File: config.mk
export PLATFORM = sky130hd
export DESIGN_NAME = rvCore
export DESIGN_NICKNAME = d
export VERILOG_FILES = /design/src/hdl/rvIsaPkg.sv /design/src/hdl/rvPipePkg.sv /design/src/hdl/wbForwardIf.sv /design/src/hdl/decodeStage.sv /design/src/hdl/executeStage.sv /design/src/hdl/fetchStage.sv /design/src/hdl/memWbStage.sv /design/src/hdl/regFile.sv /design/src/hdl/rvCore.sv
export SDC_FILE = /design/constraint.sdc
export NUM_CORES = 2
export LEC_CHECK = 0
export BUFFER_PORTS_ARGS = -buffer_cell sky130_fd_sc_hd__buf_4
export CAP_MARGIN = 20
export CORE_MARGIN = 2
export CORE_UTILIZATION = 48
export CTS_CLUSTER_SIZE = 20
export DETAILED_ROUTE_END_ITERATION = 10
export GPL_ROUTABILITY_DRIVEN = 0
export PLACE_DENSITY = 0.63
export SYNTH_ARGS = -nofsm -noshare
export SYNTH_HDL_FRONTEND = slang
export SYNTH_SLANG_ARGS = --single-unit
File: constraint.sdc
create_clock -name clk -period 6.7 [get_ports clk]
set_clock_uncertainty 0.1 [all_clocks]
set_input_delay 0 -clock clk [delete_from_list [all_inputs] [get_ports clk]]
set_output_delay 0 -clock clk [all_outputs]
set_load 0.03 [all_outputs]
File: src/hdl/rvIsaPkg.sv
// RV32I subset: ALU ops, lw/sw, beq/bne only; unlisted funct3 codes fall back to add or not-taken
`default_nettype none

package rvIsaPkg;

	localparam int xlen = 32;

	// Major opcodes, instr[6:0]
	typedef enum logic [6:0] {
		OP     = 7'b0110011,
		OP_IMM = 7'b0010011,
		LOAD   = 7'b0000011,
		STORE  = 7'b0100011,
		BRANCH = 7'b1100011
	} opcodeT;

	// Bit 3 set on the alternate forms
	typedef enum logic [3:0] {
		aluAdd = 4'b0000,
		aluSll = 4'b0001,
		aluSlt = 4'b0010,
		aluXor = 4'b0100,
		aluSrl = 4'b0101,
		aluOr  = 4'b0110,
		aluAnd = 4'b0111,
		aluSub = 4'b1000,
		aluSra = 4'b1101
	} aluOpT;

	// Field positions
	localparam int rdLsb     = 7;
	localparam int funct3Lsb = 12;
	localparam int rs1Lsb    = 15;
	localparam int rs2Lsb    = 20;
	localparam int altBit    = 30; // funct7[5]

	localparam logic [2:0] funct3Beq = 3'b000;
	localparam logic [2:0] funct3Bne = 3'b001;
	localparam logic [2:0] funct3Add = 3'b000;
	localparam logic [2:0] funct3Sll = 3'b001;
	localparam logic [2:0] funct3Slt = 3'b010;
	localparam logic [2:0] funct3Xor = 3'b100;
	localparam logic [2:0] funct3Sr  = 3'b101; // srl and sra
	localparam logic [2:0] funct3Or  = 3'b110;
	localparam logic [2:0] funct3And = 3'b111;

	localparam logic [xlen-1:0] nopInstr = 32'h0000_0013; // addi x0,x0,0

endpackage

`default_nettype wire

File: src/hdl/rvPipePkg.sv
// Memory is word addressed only; byte offsets are dropped and no byte enables exist
`default_nettype none

package rvPipePkg;

	import rvIsaPkg::*;

	typedef logic [xlen-1:0] wordT;
	typedef logic [xlen-3:0] wordAddrT; // Byte address without bits [1:0]
	typedef logic [4:0]      regAddrT;

	typedef struct packed {
		aluOpT aluOp;
		logic  aluSrc;   // Immediate as operand B
		logic  memRead;
		logic  memWrite;
		logic  memToReg;
		logic  regWrite;
	} ctrlT;

	typedef struct packed {
		ctrlT    ctrl;
		regAddrT rs1;
		regAddrT rs2;
		wordT    rs1Data;
		wordT    rs2Data;
		wordT    imm;
		regAddrT rd;
	} idExT;

	typedef struct packed {
		logic    memRead;
		logic    memWrite;
		logic    memToReg;
		logic    regWrite;
		wordT    aluResult;
		wordT    storeData;
		regAddrT rd;
	} exMemT;

endpackage

`default_nettype wire

File: src/hdl/wbForwardIf.sv
// Memory-stage result is the ALU value; a load there must be covered by the hazard stall
`default_nettype none

interface wbForwardIf import rvPipePkg::*; ();

	// Memory stage
	regAddrT meRd;
	logic    meRegWrite;
	logic    meMemRead;
	wordT    meResult;

	// Write-back stage
	regAddrT wbRd;
	logic    wbRegWrite;
	wordT    wbData;

	modport source (output meRd, meRegWrite, meMemRead, meResult, wbRd, wbRegWrite, wbData);
	modport consumer (input meRd, meRegWrite, meMemRead, meResult, wbRd, wbRegWrite, wbData);

endinterface

`default_nettype wire

File: src/hdl/decodeStage.sv
// Branches resolve here and default to not-taken; an operand still in flight stalls the branch
`default_nettype none

module decodeStage import rvIsaPkg::*, rvPipePkg::*; (
	input  logic         clk,
	input  logic         rst_n,
	input  logic         memStall,
	input  wordT         idPc,
	input  wordT         idInstr,
	wbForwardIf.consumer fwd,
	output logic         hazardStall,
	output logic         branchTaken,
	output wordT         branchTarget,
	output idExT         idEx
);

	opcodeT     opcode;
	regAddrT    rs1;
	regAddrT    rs2;
	regAddrT    rd;
	logic [2:0] funct3;
	logic       altForm;
	ctrlT       ctrl;
	wordT       imm;
	wordT       rs1Data;
	wordT       rs2Data;
	wordT       rs1Val;
	wordT       rs2Val;
	logic       isBranch;
	logic       useRs2;
	logic       loadUse;
	logic       exHit;
	logic       meLoadHit;
	logic       regEq;

	assign opcode  = opcodeT'(idInstr[6:0]);
	assign rd      = idInstr[rdLsb +: 5];
	assign funct3  = idInstr[funct3Lsb +: 3];
	assign rs1     = idInstr[rs1Lsb +: 5];
	assign rs2     = idInstr[rs2Lsb +: 5];
	assign altForm = idInstr[altBit];

	regFile regFile_inst (
		.clk      (clk),
		.rst_n    (rst_n),
		.rs1      (rs1),
		.rs2      (rs2),
		.rs1Data  (rs1Data),
		.rs2Data  (rs2Data),
		.wb       (fwd),
		.memStall (memStall)
	);

	// ========================================
	// Control and immediate decode
	// ========================================
	always_comb begin
		ctrl = '0;
		isBranch = 1'b0;
		useRs2 = 1'b0;
		case (opcode)
			OP: begin
				ctrl.regWrite = 1'b1;
				useRs2 = 1'b1;
			end
			OP_IMM: begin
				ctrl.aluSrc = 1'b1;
				ctrl.regWrite = 1'b1;
			end
			LOAD: begin
				ctrl.aluSrc = 1'b1;
				ctrl.memRead = 1'b1;
				ctrl.memToReg = 1'b1;
				ctrl.regWrite = 1'b1;
			end
			STORE: begin
				ctrl.aluSrc = 1'b1;
				ctrl.memWrite = 1'b1;
				useRs2 = 1'b1;
			end
			BRANCH: begin
				isBranch = 1'b1;
				useRs2 = 1'b1;
			end
			default: ; // Unknown opcode runs as a bubble
		endcase
		if (opcode == OP || opcode == OP_IMM) begin
			case (funct3)
				funct3Add: ctrl.aluOp = (opcode == OP && altForm) ? aluSub : aluAdd;
				funct3Sll: ctrl.aluOp = aluSll;
				funct3Slt: ctrl.aluOp = aluSlt;
				funct3Xor: ctrl.aluOp = aluXor;
				funct3Sr:  ctrl.aluOp = altForm ? aluSra : aluSrl;
				funct3Or:  ctrl.aluOp = aluOr;
				funct3And: ctrl.aluOp = aluAnd;
				default:   ctrl.aluOp = aluAdd;
			endcase
		end
	end

	always_comb begin
		case (opcode)
			STORE:   imm = {{20{idInstr[31]}}, idInstr[31:25], idInstr[11:7]};
			BRANCH:  imm = {{20{idInstr[31]}}, idInstr[7], idInstr[30:25], idInstr[11:8], 1'b0};
			default: imm = {{20{idInstr[31]}}, idInstr[31:20]};
		endcase
	end

	// ========================================
	// Branch resolution and hazards
	// ========================================
	function automatic logic srcHit(input regAddrT dst);
		return dst != '0 && (dst == rs1 || (useRs2 && dst == rs2));
	endfunction

	// Write-back values already arrive through the register file bypass
	assign rs1Val = (fwd.meRegWrite && fwd.meRd != '0 && fwd.meRd == rs1) ?
		fwd.meResult : rs1Data;
	assign rs2Val = (fwd.meRegWrite && fwd.meRd != '0 && fwd.meRd == rs2) ?
		fwd.meResult : rs2Data;
	assign regEq = rs1Val == rs2Val;
	assign branchTarget = idPc + imm;

	always_comb begin
		loadUse = idEx.ctrl.memRead && srcHit(idEx.rd);
		exHit = idEx.ctrl.regWrite && srcHit(idEx.rd);
		meLoadHit = fwd.meMemRead && fwd.meRegWrite && srcHit(fwd.meRd);
		hazardStall = loadUse || (isBranch && (exHit || meLoadHit));
		branchTaken = isBranch && !hazardStall &&
			((funct3 == funct3Beq && regEq) || (funct3 == funct3Bne && !regEq));
	end

	// ID/EX register
	always_ff @(posedge clk) begin
		if (!rst_n) begin
			idEx <= '0;
		end else if (!memStall) begin
			if (hazardStall) begin
				idEx <= '0; // Bubble
			end else begin
				idEx.ctrl <= ctrl;
				idEx.rs1 <= rs1;
				idEx.rs2 <= rs2;
				idEx.rs1Data <= rs1Data;
				idEx.rs2Data <= rs2Data;
				idEx.imm <= imm;
				idEx.rd <= rd;
			end
		end
	end

	// The flushed slot decodes as a NOP that never stalls
	stallNotFlush: assert property (@(posedge clk) disable iff (!rst_n)
		branchTaken && !memStall |=> !hazardStall);

endmodule

`default_nettype wire

File: src/hdl/executeStage.sv
// Relies on the load-use stall, so the memory-stage forward is always an ALU result
`default_nettype none

module executeStage import rvIsaPkg::*, rvPipePkg::*; (
	input  logic         clk,
	input  logic         rst_n,
	input  logic         memStall,
	input  idExT         idEx,
	wbForwardIf.consumer fwd,
	output exMemT        exMem
);

	wordT       opA;
	wordT       opB;
	wordT       storeData;
	wordT       result;
	logic [4:0] shamt;

	// Memory stage wins over write-back
	function automatic wordT pickOperand(input regAddrT src, input wordT regData);
		if (fwd.meRegWrite && fwd.meRd != '0 && fwd.meRd == src)
			return fwd.meResult;
		if (fwd.wbRegWrite && fwd.wbRd != '0 && fwd.wbRd == src)
			return fwd.wbData;
		return regData;
	endfunction

	// ========================================
	// Operands and ALU
	// ========================================
	always_comb begin
		opA = pickOperand(idEx.rs1, idEx.rs1Data);
		storeData = pickOperand(idEx.rs2, idEx.rs2Data);
		opB = idEx.ctrl.aluSrc ? idEx.imm : storeData;
		shamt = opB[4:0];
		case (idEx.ctrl.aluOp)
			aluSub:  result = opA - opB;
			aluSll:  result = opA << shamt;
			aluSlt:  result = {{(xlen-1){1'b0}}, $signed(opA) < $signed(opB)};
			aluXor:  result = opA ^ opB;
			aluSrl:  result = opA >> shamt;
			aluSra:  result = wordT'($signed(opA) >>> shamt);
			aluOr:   result = opA | opB;
			aluAnd:  result = opA & opB;
			default: result = opA + opB; // add, also load/store address
		endcase
	end

	// EX/MEM register
	always_ff @(posedge clk) begin
		if (!rst_n) begin
			exMem <= '0;
		end else if (!memStall) begin
			exMem.memRead <= idEx.ctrl.memRead;
			exMem.memWrite <= idEx.ctrl.memWrite;
			exMem.memToReg <= idEx.ctrl.memToReg;
			exMem.regWrite <= idEx.ctrl.regWrite;
			exMem.aluResult <= result;
			exMem.storeData <= storeData; // Forwarded rs2
			exMem.rd <= idEx.rd;
		end
	end

endmodule

`default_nettype wire

File: src/hdl/fetchStage.sv
// PC starts at 0 after reset; imemRdata must belong to imemAddr in the same cycle
`default_nettype none

module fetchStage import rvIsaPkg::*, rvPipePkg::*; (
	input  logic     clk,
	input  logic     rst_n,
	input  logic     memStall,
	input  logic     hazardStall,
	input  logic     branchTaken,
	input  wordT     branchTarget,
	output wordAddrT imemAddr,
	input  wordT     imemRdata,
	output wordT     idPc,
	output wordT     idInstr
);

	wordT pc;

	assign imemAddr = pc[xlen-1:2];

	// PC and IF/ID
	always_ff @(posedge clk) begin
		if (!rst_n) begin
			pc <= '0;
			idPc <= '0;
			idInstr <= nopInstr;
		end else if (!memStall && !hazardStall) begin
			idPc <= pc;
			if (branchTaken) begin
				pc <= branchTarget;
				idInstr <= nopInstr; // Squash the wrong-path fetch
			end else begin
				pc <= pc + 32'd4;
				idInstr <= imemRdata;
			end
		end
	end

endmodule

`default_nettype wire

File: src/hdl/memWbStage.sv
// Data access completes on the first edge with the stall low; dmemRdata is sampled then
`default_nettype none

module memWbStage import rvPipePkg::*; (
	input  logic       clk,
	input  logic       rst_n,
	input  logic       memStall,
	input  exMemT      exMem,
	output logic       dmemRead,
	output logic       dmemWrite,
	output wordAddrT   dmemAddr,
	output wordT       dmemWdata,
	input  wordT       dmemRdata,
	wbForwardIf.source fwd
);

	regAddrT wbRd;
	logic    wbRegWrite;
	logic    wbMemToReg;
	wordT    wbAlu;
	wordT    wbLoad;

	// Data port straight from EX/MEM
	assign dmemRead  = exMem.memRead;
	assign dmemWrite = exMem.memWrite;
	assign dmemAddr  = exMem.aluResult[$bits(wordT)-1:2];
	assign dmemWdata = exMem.storeData;

	// MEM/WB register
	always_ff @(posedge clk) begin
		if (!rst_n) begin
			wbRd <= '0;
			wbRegWrite <= 1'b0;
			wbMemToReg <= 1'b0;
		end else if (!memStall) begin
			wbRd <= exMem.rd;
			wbRegWrite <= exMem.regWrite;
			wbMemToReg <= exMem.memToReg;
		end
	end

	always_ff @(posedge clk) begin
		if (!memStall) begin
			wbAlu <= exMem.aluResult;
			wbLoad <= dmemRdata;
		end
	end

	assign fwd.meRd       = exMem.rd;
	assign fwd.meRegWrite = exMem.regWrite;
	assign fwd.meMemRead  = exMem.memRead;
	assign fwd.meResult   = exMem.aluResult;
	assign fwd.wbRd       = wbRd;
	assign fwd.wbRegWrite = wbRegWrite;
	assign fwd.wbData     = wbMemToReg ? wbLoad : wbAlu;

	noReadWrite: assert property (@(posedge clk) disable iff (!rst_n)
		!(dmemRead && dmemWrite));

	// Request held steady through a freeze
	heldRequest: assert property (@(posedge clk) disable iff (!rst_n)
		memStall && (dmemRead || dmemWrite) |=>
			$stable({dmemRead, dmemWrite, dmemAddr, dmemWdata}));

endmodule

`default_nettype wire

File: src/hdl/regFile.sv
// x0 reads zero; a read of the register written this cycle returns the write data
`default_nettype none

module regFile import rvPipePkg::*; (
	input  logic         clk,
	input  logic         rst_n,
	input  regAddrT      rs1,
	input  regAddrT      rs2,
	output wordT         rs1Data,
	output wordT         rs2Data,
	wbForwardIf.consumer wb,
	input  logic         memStall
);

	wordT regs [1:31];

	function automatic wordT readPort(input regAddrT idx);
		if (idx == '0)
			return '0;
		if (wb.wbRegWrite && wb.wbRd == idx)
			return wb.wbData; // Write-through bypass
		return regs[idx];
	endfunction

	always_comb begin
		rs1Data = readPort(rs1);
		rs2Data = readPort(rs2);
	end

	always_ff @(posedge clk) begin
		if (!rst_n) begin
			for (int i = 1; i < 32; i++) begin
				regs[i] <= '0;
			end
		end else if (wb.wbRegWrite && wb.wbRd != '0 && !memStall) begin
			regs[wb.wbRd] <= wb.wbData;
		end
	end

endmodule

`default_nettype wire

File: src/hdl/rvCore.sv
// Either memory stall freezes the whole pipeline; no caches, ports are word addressed
`default_nettype none

module rvCore import rvPipePkg::*; (
	input  logic     clk,
	input  logic     rst_n,
	output wordAddrT imemAddr,
	input  wordT     imemRdata,
	input  logic     imemStall,
	output logic     dmemRead,
	output logic     dmemWrite,
	output wordAddrT dmemAddr,
	output wordT     dmemWdata,
	input  wordT     dmemRdata,
	input  logic     dmemStall
);

	logic  memStall;
	logic  hazardStall;
	logic  branchTaken;
	wordT  branchTarget;
	wordT  idPc;
	wordT  idInstr;
	idExT  idEx;
	exMemT exMem;

	wbForwardIf fwdBus ();

	assign memStall = imemStall | dmemStall; // Global freeze

	fetchStage fetchStage_inst (
		.clk          (clk),
		.rst_n        (rst_n),
		.memStall     (memStall),
		.hazardStall  (hazardStall),
		.branchTaken  (branchTaken),
		.branchTarget (branchTarget),
		.imemAddr     (imemAddr),
		.imemRdata    (imemRdata),
		.idPc         (idPc),
		.idInstr      (idInstr)
	);

	decodeStage decodeStage_inst (
		.clk          (clk),
		.rst_n        (rst_n),
		.memStall     (memStall),
		.idPc         (idPc),
		.idInstr      (idInstr),
		.fwd          (fwdBus),
		.hazardStall  (hazardStall),
		.branchTaken  (branchTaken),
		.branchTarget (branchTarget),
		.idEx         (idEx)
	);

	executeStage executeStage_inst (
		.clk      (clk),
		.rst_n    (rst_n),
		.memStall (memStall),
		.idEx     (idEx),
		.fwd      (fwdBus),
		.exMem    (exMem)
	);

	memWbStage memWbStage_inst (
		.clk       (clk),
		.rst_n     (rst_n),
		.memStall  (memStall),
		.exMem     (exMem),
		.dmemRead  (dmemRead),
		.dmemWrite (dmemWrite),
		.dmemAddr  (dmemAddr),
		.dmemWdata (dmemWdata),
		.dmemRdata (dmemRdata),
		.fwd       (fwdBus)
	);

endmodule

`default_nettype wire

==> impl_metrics.env <==
export IMPL_grt_overflow_total=0
export IMPL_final_antenna_net_count=0
export IMPL_critical_path_class="reg -> reg"
export IMPL_ir_drop_mv=0.269
export IMPL_n_fill_cell=14100
export IMPL_fmax_mhz=154
export IMPL_hold_viol=0
export IMPL_synth_top_area_frac=0.405
export IMPL_end_kind="flop"
export IMPL_synthesis_area_sq_mm=0.0807
export IMPL_grt_first_pass_wirelength_mm=437
export IMPL_dr_pass1_iters=8
export IMPL_min_path_type="in -> reg"
export IMPL_dr_total_vias=65900
export IMPL_cp_start_kind="flop"
export IMPL_ys_ff_latch=1373
export IMPL_cts_hold_fix_buffers=133
export IMPL_rrSetupSlack_ps=210
export IMPL_power_leakage_nw=33.3
export IMPL_grt_max_degree=116
export IMPL_max_slew_worst_pin_slew_ps=1300
export IMPL_tns_ps=0
export IMPL_layout_setup_ws_ps=208
export IMPL_portBuffers=161
export IMPL_rsz0062_at_grt="false"
export IMPL_drive_gt1_frac=0.187
export IMPL_cp_required_ps=7240
export IMPL_die_w_um=414
export IMPL_core_sq_mm=0.167
export IMPL_syn_to_final_growth_pct=12.4
export IMPL_grt_pass1_vias=63000
export IMPL_cts_sinks=1373
export IMPL_critical_path_arrival_ps=7030
export IMPL_numCtsBuffers=149
export IMPL_final_util=0.543
export IMPL_via_per_inst=6.83
export IMPL_slew_headroom=0.114
export IMPL_clock_root_buffer="clkbuf_16"
export IMPL_synth_area_leaders="edfxtp_1, mux4_2, dfxtp_1"
export IMPL_rows=150
export IMPL_clk_pin_slew_ps=60
export IMPL_place_inst=9239
export IMPL_die_area_sq_mm=0.171
export IMPL_antenna_found_initial=8
export IMPL_clk_latency_ps=840
export IMPL_grt_usage=0.351
export IMPL_synthFlopType="edfxtp_1"
export IMPL_fp_dieH_um=414
export IMPL_cp_max_fo=41
export IMPL_final_min_clock_period_ps=6490
export IMPL_htree_levels=4
export IMPL_yosys_cell_types_count=92
export IMPL_synthArstFlopShare=0
export IMPL_fin_hold_ws_ps=141
export IMPL_ys_warn_count=0
export IMPL_cap_violations=0
export IMPL_cts_resized=0
export IMPL_dp_hpwl_mm=199
export IMPL_min_period_over_period=0.969
export IMPL_dp_slack_ps=455
export IMPL_drc=0
export IMPL_instances_no_fill=9651
export IMPL_yosys_area_top_type="edfxtp_1"
export IMPL_p_per_area_mw_per_mm2=232
export IMPL_avgRoutedWirePerCell_um=31.7
export IMPL_ios=162
export IMPL_cts_tree="built"
export IMPL_yosysSeqAreaShare=0.476
export IMPL_first_iter_violations=10700
export IMPL_post_cts_buffers=0
export IMPL_synth_edff_count=1088
export IMPL_slew_violations=0
export IMPL_synth_area_per_cell_sq_um=11.1
export IMPL_status="complete, no violations"
export IMPL_start_util=0.483
export IMPL_routed_wl_mm=306
export IMPL_clk_path_buf_depth=3
export IMPL_nets=7521
export IMPL_finalSetupViolations=0
export IMPL_syn_inst=7260
## critical path: stages (launching register included)
cell and delay, ps:
dfxtp_4 720, buf_12 330, mux4_2 280, mux2i_1 200, mux4_2 590, a211oi_1 900, xnor2_1 210, a22oi_1 110
a22o_1 270, a2111o_1 400, o21a_1 340, nor4_4 310, buf_12 190, mux2i_4 300, buf_12 250, nand3_1 100
a21oi_1 630
## where the power goes
| part | switching (W) | internal, W |
|---|---|---|
| Combinational | 0.00192 | 0.00112 |
| Sequential | 0.000272 | 0.00948 |
| Clock | 0.00367 | 0.00460 |
| Total | 0.00586 | 0.0152 |
## path summary, 6_finish.rpt
path | start | to | depth (start not counted)
max | flop | flop | 16
min | rst_n | executeStage_inst.exMem[62] | 4
max reg2reg | flop | flop | 16
min reg2reg | decodeStage_inst.idEx[66] | decodeStage_inst.idEx[66] | 2
## metal layers
metal | GRT usage | part of all wire | vias to the layer above | wire length [um]
met5 | 0 | 0.00021 | - | 64
met4 | 0.195 | 0.065 | 8 | 19900
met3 | 0.0947 | 0.13 | 1095 | 40400
met2 | 0.552 | 0.46 | 5005 | 140000
met1 | 0.441 | 0.34 | 32600 | 105000
li1 | - | - | 27300 | -
## through the flow
stage               power [W]  cell area [sq um]
finish                 0.0211              90700
global route           0.0215              90600
CTS                    0.0210              90600
detailed placement     0.0128              84500
global placement       0.0127              84500
floorplan              0.0117              80800
## cells in the mapped netlist, types with 42 or more instances
library cell	count
nor2_1	1382
edfxtp_1	1088
nand2_1	561
mux4_2	505
clkbuf_1	471
mux2i_1	370
a21oi_1	309
dfxtp_1	285
o21ai_0	279
inv_1	157
nor3_1	131
ha_1	129
a22oi_1	126
nand3_1	100
buf_4	86
buf_2	77
a211oi_1	73
a221oi_1	69
xnor2_1	69
mux2_2	61
a31oi_1	48
xor2_1	45
a32oi_1	42
## sequential cells by signal, summed over array words and instances, names as in the netlist, named ones only
signal,cells
memWbStage_inst.fwd.wbRd,5
memWbStage_inst.wbAlu,32
memWbStage_inst.fwd.wbRegWrite,1
memWbStage_inst.wbLoad,32
fetchStage_inst.idInstr,32
executeStage_inst.exMem,72
decodeStage_inst.idEx,100
decodeStage_inst.regFile_inst.regs,1024
memWbStage_inst.wbMemToReg,1
fetchStage_inst.idPc,32
fetchStage_inst.pc,32
## cell usage in the layout (no fill, tap or decap), types with 45 or more instances in the layout
| master | n |
|---|---|
| nor2_1 | 1378 |
| buf_4 | 443 |
| edfxtp_1 | 1088 |
| dfxtp_1 | 278 |
| nor3_1 | 128 |
| ha_1 | 129 |
| mux2_2 | 61 |
| a221oi_1 | 69 |
| nand3_1 | 99 |
| xnor2_1 | 69 |
| nand2_1 | 507 |
| mux2i_1 | 333 |
| a22oi_1 | 126 |
| a21oi_1 | 309 |
| o21ai_0 | 278 |
| nand2_2 | 54 |
| a211oi_1 | 72 |
| a31oi_1 | 48 |
| inv_1 | 155 |
| mux4_2 | 505 |
| xor2_1 | 45 |
| dlygate4sd3_1 | 132 |
| clkbuf_16 | 151 |
## cell families after synthesis
logic type                 after synthesis  share of synthesized area
buffers and inverters                  890                     0.0524
AOI/OAI and AO/OA                     1358                      0.113
muxes                                  945                      0.198
xor gates and xnor gates               115                     0.0126
adders and majority gates              132                     0.0208
and+or+nand+nor                       2446                      0.128
other                                    1                  0.0000465
DFF                                   1373                      0.476
## area by class of cell
| cell class | count | area [sq um] | share of cell area |
|---|---|---|---|
| repair buffers | 605 | 5220 | 0.0576 |
| multi-input cells | 5028 | 38900 | 0.429 |
| clock inverters | 81 | 757 | 0.00835 |
| diodes | 5 | 12.5 | 0.000138 |
| inverters | 164 | 633 | 0.00698 |
| well taps | 2204 | 2760 | 0.0304 |
| clock buffers | 191 | 4010 | 0.0442 |
| flip-flops and latches | 1373 | 38400 | 0.424 |
No activity file was read; power rests on OpenSTA's default activity.
